[src/interpPkg.sv]
`default_nettype none

package interpPkg;

    localparam int sampleWidth = 18;
    localparam int fracBits = 16;
    localparam int firTaps = 4;
    localparam int interpRate = 4;
    localparam int cicStages = 3;
    localparam int cicWidth = 24;
    localparam int expWidth = 5;
    localparam int wideWidth = 48;
    localparam int addrWidth = 6;
    localparam int dataWidth = 32;
    localparam int regCount = 4 + firTaps;
    localparam int regIdxWidth = $clog2(regCount);

    // Register map, byte offsets
    localparam logic [addrWidth-1:0] regControl = 6'h00;
    localparam logic [addrWidth-1:0] regTestValue = 6'h04;
    localparam logic [addrWidth-1:0] regExponent = 6'h08;
    localparam logic [addrWidth-1:0] regMantissa = 6'h0C;
    localparam logic [addrWidth-1:0] regCoef0 = 6'h10;

    localparam logic [1:0] respOkay = 2'b00;
    localparam logic [1:0] respSlvErr = 2'b10;

    typedef logic signed [sampleWidth-1:0] sample_t;
    typedef logic signed [wideWidth-1:0] wide_t;

    // Clamp to the sample range
    function automatic sample_t saturate(input wide_t value);
        sample_t result;
        if (&value[wideWidth-1:sampleWidth-1] || ~|value[wideWidth-1:sampleWidth-1]) begin
            result = value[sampleWidth-1:0];
        end else if (value[wideWidth-1]) begin
            result = {1'b1, {(sampleWidth-1){1'b0}}};
        end else begin
            result = {1'b0, {(sampleWidth-1){1'b1}}};
        end
        return result;
    endfunction

endpackage

`default_nettype wire

[src/interpCfgIf.sv]
`timescale 1ns/1ps
`default_nettype none

interface interpCfgIf import interpPkg::*; ();

    logic                bypass;
    logic                test;
    logic                invert;
    logic                bypassEq;
    sample_t             testValue;
    logic [expWidth-1:0] exponent;
    sample_t             mantissa;
    sample_t             coef [firTaps];

    modport regs (
        output bypass, test, invert, bypassEq, testValue, exponent, mantissa, coef
    );

    modport datapath (
        input bypass, test, invert, bypassEq, testValue, exponent, mantissa, coef
    );

endinterface

`default_nettype wire

[src/interpRegs.sv]
`timescale 1ns/1ps
`default_nettype none

module interpRegs import interpPkg::*; (
    input  wire                     clk,
    input  wire                     reset,
    input  wire                     awvalid,
    output logic                    awready,
    input  wire  [addrWidth-1:0]    awaddr,
    input  wire                     wvalid,
    output logic                    wready,
    input  wire  [dataWidth-1:0]    wdata,
    input  wire  [dataWidth/8-1:0]  wstrb,
    output logic                    bvalid,
    input  wire                     bready,
    output logic [1:0]              bresp,
    input  wire                     arvalid,
    output logic                    arready,
    input  wire  [addrWidth-1:0]    araddr,
    output logic                    rvalid,
    input  wire                     rready,
    output logic [dataWidth-1:0]    rdata,
    output logic [1:0]              rresp,
    interpCfgIf.regs                cfg
);

    logic [dataWidth-1:0]   words [regCount];
    logic [regIdxWidth:0]   wrSel;
    logic [regIdxWidth:0]   rdSel;
    logic [dataWidth-1:0]   wrWord;
    logic                   wrEn;
    logic                   rdEn;

    // MSB flags a mapped offset, low bits index the word view
    function automatic logic [regIdxWidth:0] regIndex(input logic [addrWidth-1:0] addr);
        logic [regIdxWidth:0] idx;
        idx = '0;
        case (addr)
            regControl:   idx = {1'b1, regIdxWidth'(0)};
            regTestValue: idx = {1'b1, regIdxWidth'(1)};
            regExponent:  idx = {1'b1, regIdxWidth'(2)};
            regMantissa:  idx = {1'b1, regIdxWidth'(3)};
            default: begin
                for (int k = 0; k < firTaps; k++) begin
                    if (addr == regCoef0 + addrWidth'(4 * k)) begin
                        idx = {1'b1, regIdxWidth'(4 + k)};
                    end
                end
            end
        endcase
        return idx;
    endfunction

    always_comb begin
        words[0] = {{(dataWidth-4){1'b0}}, cfg.bypassEq, cfg.invert, cfg.test, cfg.bypass};
        words[1] = {{(dataWidth-sampleWidth){1'b0}}, cfg.testValue};
        words[2] = {{(dataWidth-expWidth){1'b0}}, cfg.exponent};
        words[3] = {{(dataWidth-sampleWidth){1'b0}}, cfg.mantissa};
        for (int k = 0; k < firTaps; k++) begin
            words[4 + k] = {{(dataWidth-sampleWidth){1'b0}}, cfg.coef[k]};
        end
    end

    assign wrSel = regIndex(awaddr);
    assign rdSel = regIndex(araddr);

    // AW and W are taken together, one write outstanding
    assign wrEn = awvalid && wvalid && !bvalid;
    assign awready = wrEn;
    assign wready = wrEn;
    assign rdEn = arvalid && !rvalid;
    assign arready = rdEn;

    // Byte merge of the write data into the current word
    always_comb begin
        wrWord = words[wrSel[regIdxWidth-1:0]];
        for (int b = 0; b < dataWidth / 8; b++) begin
            if (wstrb[b]) begin
                wrWord[8*b +: 8] = wdata[8*b +: 8];
            end
        end
    end

    always_ff @(posedge clk) begin
        if (reset) begin
            cfg.bypass <= 1'b0;
            cfg.test <= 1'b0;
            cfg.invert <= 1'b0;
            cfg.bypassEq <= 1'b0;
            cfg.testValue <= '0;
            cfg.exponent <= '0;
            cfg.mantissa <= sample_t'(1 << fracBits);
            for (int k = 1; k < firTaps; k++) begin
                cfg.coef[k] <= '0;
            end
            cfg.coef[0] <= sample_t'(1 << fracBits);
            bvalid <= 1'b0;
            rvalid <= 1'b0;
        end else begin
            if (wrEn && wrSel[regIdxWidth]) begin
                case (wrSel[regIdxWidth-1:0])
                    3'd0: begin
                        cfg.bypass <= wrWord[0];
                        cfg.test <= wrWord[1];
                        cfg.invert <= wrWord[2];
                        cfg.bypassEq <= wrWord[3];
                    end
                    3'd1: cfg.testValue <= $signed(wrWord[sampleWidth-1:0]);
                    3'd2: cfg.exponent <= wrWord[expWidth-1:0];
                    3'd3: cfg.mantissa <= $signed(wrWord[sampleWidth-1:0]);
                    default: cfg.coef[wrSel[regIdxWidth-1:0] - 4] <= $signed(wrWord[sampleWidth-1:0]);
                endcase
            end
            if (bvalid && bready) begin
                bvalid <= 1'b0;
            end else if (wrEn) begin
                bvalid <= 1'b1;
            end
            if (rvalid && rready) begin
                rvalid <= 1'b0;
            end else if (rdEn) begin
                rvalid <= 1'b1;
            end
        end
    end

    always_ff @(posedge clk) begin
        if (wrEn) begin
            bresp <= wrSel[regIdxWidth] ? respOkay : respSlvErr;
        end
        if (rdEn) begin
            rdata <= rdSel[regIdxWidth] ? words[rdSel[regIdxWidth-1:0]] : '0;
            rresp <= rdSel[regIdxWidth] ? respOkay : respSlvErr;
        end
    end

    bHold: assert property (@(posedge clk) disable iff (reset)
        bvalid && !bready |=> bvalid && $stable(bresp));

    rHold: assert property (@(posedge clk) disable iff (reset)
        rvalid && !rready |=> rvalid && $stable(rdata));

endmodule

`default_nettype wire

[src/flat_wrapper.sv]
// flat-port wrapper written by rule: the top's interface ports become plain ports
module interpRegs_flat import interpPkg::*;
  (clk, reset, awvalid, awready, awaddr, wvalid, wready, wdata, wstrb, bvalid, bready, bresp, arvalid, arready, araddr, rvalid, rready, rdata, rresp, cfg_bypass, cfg_test, cfg_invert, cfg_bypassEq, cfg_testValue, cfg_exponent, cfg_mantissa, cfg_coef);
  interpCfgIf cfg_i ();
  input  wire clk;
  input  wire reset;
  input  wire awvalid;
  output logic awready;
  input  wire  [addrWidth-1:0] awaddr;
  input  wire wvalid;
  output logic wready;
  input  wire  [dataWidth-1:0] wdata;
  input  wire  [dataWidth/8-1:0] wstrb;
  output logic bvalid;
  input  wire bready;
  output logic [1:0] bresp;
  input  wire arvalid;
  output logic arready;
  input  wire  [addrWidth-1:0] araddr;
  output logic rvalid;
  input  wire rready;
  output logic [dataWidth-1:0] rdata;
  output logic [1:0] rresp;
  output wire logic [$bits(cfg_i.bypass)-1:0] cfg_bypass;
  output wire logic [$bits(cfg_i.test)-1:0] cfg_test;
  output wire logic [$bits(cfg_i.invert)-1:0] cfg_invert;
  output wire logic [$bits(cfg_i.bypassEq)-1:0] cfg_bypassEq;
  output wire logic [$bits(cfg_i.testValue)-1:0] cfg_testValue;
  output wire logic [$bits(cfg_i.exponent)-1:0] cfg_exponent;
  output wire logic [$bits(cfg_i.mantissa)-1:0] cfg_mantissa;
  output wire logic [$bits(cfg_i.coef)-1:0] cfg_coef;
  assign cfg_bypass = cfg_i.bypass;
  assign cfg_test = cfg_i.test;
  assign cfg_invert = cfg_i.invert;
  assign cfg_bypassEq = cfg_i.bypassEq;
  assign cfg_testValue = cfg_i.testValue;
  assign cfg_exponent = cfg_i.exponent;
  assign cfg_mantissa = cfg_i.mantissa;
  assign cfg_coef = {>>{cfg_i.coef}};
  interpRegs u_core (.clk(clk), .reset(reset), .awvalid(awvalid), .awready(awready), .awaddr(awaddr), .wvalid(wvalid), .wready(wready), .wdata(wdata), .wstrb(wstrb), .bvalid(bvalid), .bready(bready), .bresp(bresp), .arvalid(arvalid), .arready(arready), .araddr(araddr), .rvalid(rvalid), .rready(rready), .rdata(rdata), .rresp(rresp), .cfg(cfg_i));
endmodule
[config.mk]
export PLATFORM = sky130hd
export DESIGN_NAME = interpRegs_flat
export DESIGN_NICKNAME = d
export VERILOG_FILES = /design/src/interpPkg.sv /design/src/interpCfgIf.sv /design/src/interpRegs.sv /design/src/flat_wrapper.sv
export SDC_FILE = /design/constraint.sdc
export NUM_CORES = 1
export LEC_CHECK = 0
export BUFFER_PORTS_ARGS = -buffer_cell sky130_fd_sc_hd__buf_2
export CAP_MARGIN = 20
export CELL_PAD_IN_SITES_DETAIL_PLACEMENT = 1
export CELL_PAD_IN_SITES_GLOBAL_PLACEMENT = 1
export CORE_ASPECT_RATIO = 1.75
export CORE_MARGIN = 1
export CORE_UTILIZATION = 42
export CTS_BUF_LIST = sky130_fd_sc_hd__clkbuf_8 sky130_fd_sc_hd__clkbuf_16
export CTS_CLUSTER_SIZE = 8
export DETAILED_ROUTE_END_ITERATION = 8
export PLACE_DENSITY = 0.94
export SYNTH_ARGS = -nofsm -noshare
export SYNTH_HDL_FRONTEND = slang
export SYNTH_SLANG_ARGS = --single-unit
export TNS_END_PERCENT = 30
[constraint.sdc]
create_clock -name clk -period 3.3 [get_ports clk]
set_clock_uncertainty 0.05 [all_clocks]
set_input_delay 0.33 -clock clk [delete_from_list [all_inputs] [get_ports clk]]
set_output_delay 0.33 -clock clk [all_outputs]
set_load 0.02 [all_outputs]
==> results of run 1 <==
==> cells in the final DEF (no fill, tap or decap), drive strengths merged, types with 3 or more instances in the layout <==
cell | Yosys | layout
nor4 | 4 | 4
nand2b | 5 | 5
a31o | 6 | 6
clkbuf | 30 | 21
and2 | 5 | 5
conb | 1 | 16
inv | 12 | 14
a32o | 6 | 6
nand2 | 97 | 97
o221ai | 28 | 28
nor2 | 55 | 55
mux4 | 13 | 13
a22o | 5 | 5
buf | 47 | 221
mux2i | 44 | 44
o22ai | 19 | 19
a21oi | 55 | 55
clkinv | 1 | 4
nor3 | 10 | 10
a31oi | 5 | 5
dfxtp | 119 | 119
a211oi | 35 | 35
nor4b | 3 | 3
mux2 | 36 | 36
nor2b | 6 | 6
o21ai | 66 | 66
and3 | 6 | 6
nand4 | 3 | 3
edfxtp | 20 | 20
or4b | 3 | 3
nand3 | 14 | 14
o31ai | 3 | 3
o211ai | 4 | 4
a21o | 9 | 9
bufinv | 0 | 4
==> metrics by stage <==
step	instance area (um^2)	setup slack, ns	util	instances	total power, W
floorplan	7430	1.08	-	802	0.00200
global placement	8580	0.600	0.504	1173	0.00211
detailed placement	8580	0.523	0.504	1173	0.00212
CTS	9250	0.868	0.543	1205	0.00429
global route	9250	0.708	0.543	1205	0.00438
finish	9250	0.804	0.543	1205	0.00431
==> worst max-delay path by stage <==
stage | start | end
final | u_core.bvalid | u_core.cfg.mantissa[14]
after global routing | u_core.bvalid | u_core.cfg.mantissa[13]
after CTS | awaddr[2] | u_core.cfg.testValue[13]
after detailed placement | awaddr[2] | u_core.cfg.coef[51]
after global placement | awaddr[2] | u_core.cfg.mantissa[3]
after floorplan | araddr[5] | u_core.rdata[10]
==> where the power goes <==
| group | leakage (nW) | internal [W] | switching [W] |
|---|---|---|---|
| sequential | 1.15 | 0.00173 | 0.00000846 |
| combinational | 2.39 | 0.0000976 | 0.000265 |
| clock | 0.328 | 0.00139 | 0.000809 |
| total | 3.87 | 0.00322 | 0.00108 |
==> per-layer routing <==
layer | vias to the layer above | part of all wire
li1 | 3257 | -
met4 | 0 | 0.084
met2 | 540 | 0.49
met1 | 3874 | 0.34
met3 | 207 | 0.078
met5 | - | 0
==> flip-flops by register name, summed over array words and instances (netlist names) <==
| register | count |
|---|---|
| u_core.cfg.test | 1 |
| u_core.cfg.bypassEq | 1 |
| u_core.rvalid | 1 |
| u_core.cfg.testValue | 18 |
| u_core.bresp | 1 |
| u_core.cfg.bypass | 1 |
| u_core.rresp | 1 |
| u_core.cfg.exponent | 5 |
| u_core.bvalid | 1 |
| u_core.cfg.invert | 1 |
| u_core.cfg.mantissa | 18 |
| u_core.rdata | 18 |
| u_core.cfg.coef | 72 |
==> worst max-delay path: cells and delay by family, from the launching register on <==
kind                   cells  cell delay [ns]
buffers and inverters      2             0.60
AND/OR/NAND/NOR            4             1.22
flip-flops                 1             0.32
AO/OA/AOI/OAI              1             0.20
==> cells by family after synthesis <==
family                 after synthesis  share of synthesized area
buffers and inverters               90                     0.0587
DFF                                139                      0.405
AOI/OAI and AO/OA                  249                      0.244
and+or+nand+nor                    215                      0.137
other                                1                   0.000509
muxes                               93                      0.154
==> final cells by class <==
cell class,instances,share of cell area
Multi-Input combinational cell,573,0.437
Sequential cell,139,0.323
Timing Repair Buffer,221,0.132
Clock buffer,21,0.0544
Tap cell,227,0.0307
Clock inverter,11,0.0179
Inverter,13,0.00528
==> out/summary.txt, run 1 <==
via-per-instance ratio = 6.54
fin crit share = 0.756
Reg-to-Reg Start = u_core.bvalid
Worst Tran Pin Value = 1.06 ns
Hold Crit Endpoint = u_core.bvalid
hold wc startpoint = bready
top post-synthesis cells by count = dfxtp_1, nand2_1, o21ai_0
CP Data Required Time = 3.60 ns
Fin. Hold Viols = 0
M2 GR Usage = 0.622
# DRC = 0
Ports = 213
worst vdd ir = 0.000310 V
Slew Limit Fails = 0
critical path type = flip-flop to flip-flop
setup_tns = 0 ns
R2R Path End = u_core.cfg.mantissa[14]
met1 usage = 0.402
Layout fillers = 2042
top post-synthesis cells by area = dfxtp_1, edfxtp_1, mux2i_1
register area = 0.00298 mm^2
Netlist cell types = 57
count of mapped cells out of synthesis = 787
Worst Hold Class = primary input to flip-flop
WL final = 33300 um
R2R Setup Slk = 0.80 ns
ANT nets after route = 0
GRT Overall Usage = 0.375
Post-CTS Setup Bufs = 0
Bufs on Longest Clock Path = 2
DRT Pass-1 Iters = 5
crit path max fanout = 19
largest net degree at the start of global routing = 29
total grt overflow = 0
crit-path cells = nand3b_1, inv_1, nand2_1, nor2_4, buf_12, nor2_1, a211oi_2
number of cell rows = 63
fmax = 401 MHz
status = finished, final reports clean
CP max stage delay = 0.50 ns
CTS clk-pin slew, worst paths = 0.06 ns
met3 GRT Util = 0.0845
input/output buffers = 181
Syn. warnings = 0
post-synthesis async set-or-reset flop share = 0
busiest grt layer = met2
Arrival @ worst endpoint = 2.80 ns
n_diodes = 0
Yosys top cell area share = 0.323
Worst path slowest cell = nor2_4
initial cell density of the core = 0.433
crit end category = flip-flop
core area = 0.0170 mm^2
synthesized flop and latch total = 139
initial antenna violation count = 0
WL per Instance = 27.7 um
cell depth of the worst flop-to-flop path = 7
Max Cap Violations = 0
Post-synth EDFFs = 20
die outline width = 102 um
RD Place Congestion = 0.940
clock net sink count = 139
post-DP HPWL = 22200 um
pwr/cell area = 466 mW/mm^2
Yosys top cell by area = dfxtp_1
vias = 7878
DRT iter0 DRCs = 575
Worst Hold Depth = 3
Tmin final = 2.50 ns
crit path launch type = flip-flop
Hold WS = 0.135 ns
LEAKAGE = 3.87 nW
chip height = 177 um
layout cells sized above 1 = 0.366
Clk Latency, worst-skew pair = 0.44 ns
vias in the first global route = 8327
area delta synth->final = 25.4%
Post-Syn Area = 0.00737 mm^2
Resize count post-CTS = 0
TritonCTS buffer count = 17
die footprint = 0.0181 mm^2
unrepaired setup endpoints after global routing = no
Final #Nets = 1020
htree depth = 4
Post-Syn Area per Cell = 9.37 um^2
post-synthesis sequential area ratio = 0.405
clock root buffer = clkbuf_16
final setup violation count = 0
CTS tree = yes
ys flop type = dfxtp_1
most frequent cell after synthesis = dfxtp_1
Worst slew margin = 0.292
multi-input logic area = 0.00404 mm^2
first-pass GRT wire length = 49300 um
Post-CTS Hold Buffers = 0
Power figures use the tool's default switching activity.
==> run 2, diff against run 1 <==
--- a/config.mk
+++ b/config.mk
@@ -11,11 +11,11 @@
 export CELL_PAD_IN_SITES_GLOBAL_PLACEMENT = 1
 export CORE_ASPECT_RATIO = 1.75
 export CORE_MARGIN = 1
-export CORE_UTILIZATION = 42
+export CORE_UTILIZATION = 39
 export CTS_BUF_LIST = sky130_fd_sc_hd__clkbuf_8 sky130_fd_sc_hd__clkbuf_16
 export CTS_CLUSTER_SIZE = 8
 export DETAILED_ROUTE_END_ITERATION = 8
-export PLACE_DENSITY = 0.94
+export PLACE_DENSITY = 0.88
 export SYNTH_ARGS = -nofsm -noshare
 export SYNTH_HDL_FRONTEND = slang
 export SYNTH_SLANG_ARGS = --single-unit
==> constraint.sdc (replaced) <==
create_clock -name clk -period 2.5 [get_ports clk]
set_clock_uncertainty 0.05 [all_clocks]
set_input_delay 0.25 -clock clk [delete_from_list [all_inputs] [get_ports clk]]
set_output_delay 0.25 -clock clk [all_outputs]
set_load 0.02 [all_outputs]
==> run 2 against run 1 <==
Register-to-register slack got worse by 0.60 ns. Largest cell class unchanged. Via count fell by 2.8%. Combinational power up 34%. Setup slack worse by 0.60 ns. First-iteration DRC count grew 0.17%. Wire length decreased by 4.8%. Sequential power is 32% higher. Die area grew 7.6%. Flip-flop and latch count is the same.
==> out/summary.txt, run 2 (synthesis results as in run 1) <==
Worst Hold Depth = 3 (unchanged)
die outline width = 106 um (+3.7%)
Slew Limit Fails = 0 (unchanged)
initial cell density of the core = 0.397 (-0.0362)
setup_tns = 0 ns (unchanged)
CTS tree = yes
Post-CTS Hold Buffers = 0 (unchanged)
GRT Overall Usage = 0.331 (-0.0435)
CTS clk-pin slew, worst paths = 0.06 ns (about the same)
R2R Path End = u_core.cfg.coef[12]
pwr/cell area = 567 mW/mm^2 (+22%)
commonest cells after routing, fill and taps aside = buf_2, dfxtp_1, nand2_1, o21ai_0
first-pass GRT wire length = 47600 um (-3.5%)
Arrival @ worst endpoint = 2.59 ns (-0.21 ns)
LEAKAGE = 3.93 nW (+1.7%)
DRT Pass-1 Iters = 5 (unchanged)
TritonCTS buffer count = 17 (unchanged)
clock root buffer = clkbuf_16
cell depth of the worst flop-to-flop path = 7 (unchanged)
fin crit share = 0.917 (+0.161)
Max Cap Violations = 0 (unchanged)
number of cell rows = 66 (+4.8%)
htree depth = 4 (unchanged)
chip height = 184 um (+3.7%)
critical path type = flip-flop to flip-flop
initial antenna violation count = 0 (unchanged)
Reg-to-Reg Start = u_core.bvalid
Layout fillers = 2209 (+8.2%)
vias = 7657 (-2.8%)
Ports = 213 (unchanged)
register area = 0.00298 mm^2 (unchanged)
ANT nets after route = 0 (unchanged)
Resize count post-CTS = 0 (unchanged)
Worst Tran Pin Value = 1.10 ns (+0.0429 ns)
Hold Crit Endpoint = u_core.bvalid
fmax = 436 MHz (+8.8%)
total grt overflow = 0 (unchanged)
Tmin final = 2.29 ns (-0.202 ns)
RD Place Congestion = 0.981 (+4.4%)
post-DP HPWL = 22000 um (-1.1%)
input/output buffers = 181 (unchanged)
crit path max fanout = 11 (-8)
Worst slew margin = 0.265 (-0.0271)
crit end category = flip-flop
vias in the first global route = 8208 (-1.4%)
R2R Setup Slk = 0.21 ns (-0.60 ns)
area delta synth->final = 26.7%
largest net degree at the start of global routing = 36 (+24%)
Post-CTS Setup Bufs = 0 (unchanged)
Fin. Hold Viols = 0 (unchanged)
via-per-instance ratio = 6.21 (-5.0%)
worst vdd ir = 0.000361 V (+17%)
DRT iter0 DRCs = 576 (+0.17%)
total power = 0.00530 W (+23%)
Biggest register = u_core.cfg.coef
crit path launch type = flip-flop
status = finished, final reports clean
number of flip-flops in the largest register = 72 (unchanged)
Clk Latency, worst-skew pair = 0.44 ns (about the same)
# DRC = 0 (unchanged)
commonest non-fill, non-tap cell in the layout = buf_2
die footprint = 0.0195 mm^2 (+7.6%)
layout cells sized above 1 = 0.377 (+0.0108)
clock net sink count = 139 (unchanged)
final setup violation count = 0 (unchanged)
unrepaired setup endpoints after global routing = no
Final #Nets = 1037 (+1.7%)
WL per Instance = 25.7 um (-7.0%)
multi-input logic area = 0.00404 mm^2 (unchanged)
core area = 0.0186 mm^2 (+9.1%)
Layout Utilization = 0.502 (-0.0406)
Bufs on Longest Clock Path = 2 (unchanged)
WL final = 31700 um (-4.8%)
hold wc startpoint = bready
Worst Hold Class = primary input to flip-flop
n_diodes = 0 (unchanged)
CP Data Required Time = 2.80 ns (-0.80 ns)
## run 2: cell count changes in the layout (fill, tap and decap cells not counted), sizes merged
cell      change
inv           +8
clkbuf        -1
clkinv        -1
bufinv        -4
clkinvlp      -2
buf          +17
## run 2: critical path, stage by stage, from the launching register on
cell and delay, ns:
dfxtp_1 0.32, nand3b_1 0.41, inv_1 0.26, nand2_1 0.19
nor2_1 0.27, nand2_1 0.24, buf_4 0.26, o21ai_0 0.19
## run 2: how the worst max path moves through the flow
stage	from	endpoint	slack, ns
6_report	u_core.bvalid	u_core.cfg.coef[12]	0.21
5_1_grt	u_core.bvalid	u_core.cfg.coef[12]	0.12
4_1_cts	u_core.bvalid	u_core.cfg.coef[12]	0.30
3_5_place_dp	awaddr[5]	u_core.cfg.coef[44]	0.14
3_3_place_gp	awaddr[5]	u_core.cfg.coef[47]	0.19
2_1_floorplan	u_core.bvalid	u_core.cfg.mantissa[16]	0.36
## run 2: where the power goes
group	internal, W	switching, W	leakage [nW]	total, W
clock network	0.00145	0.00106	0.301	0.00251
registers	0.00229	0.0000117	1.15	0.00230
logic	0.000141	0.000345	2.48	0.000485
## run 2: metrics by stage
stage                     setup WS, ns  instances  cell area, um^2  hold slack (ns)
after floorplan                  0.360        802             7430            0.382
after global placement           0.188       1201             8760            0.417
after detailed placement         0.140       1201             8760            0.435
after CTS                        0.302       1233             9340           0.0255
after global routing             0.117       1233             9340           0.0577
final                            0.207       1233             9340           0.0373
## run 2: area by class of cell
cell class | instances | share of cell area
clock inverters | 12 | 0.00844
clock buffers | 20 | 0.0536
well taps | 238 | 0.0319
multi-input cells | 573 | 0.433
repair buffers | 238 | 0.148
flip-flops and latches | 139 | 0.319
inverters | 13 | 0.00523
## run 2: routing by layer
layer / track usage / wire length, um / up-vias
met3: 0.0652 / 2230 / 150
met1: 0.329 / 10800 / 3763
li1: - / - / 3288
met2: 0.582 / 16200 / 456
met5: 0 / 0 / -
met4: 0.291 / 2570 / 0
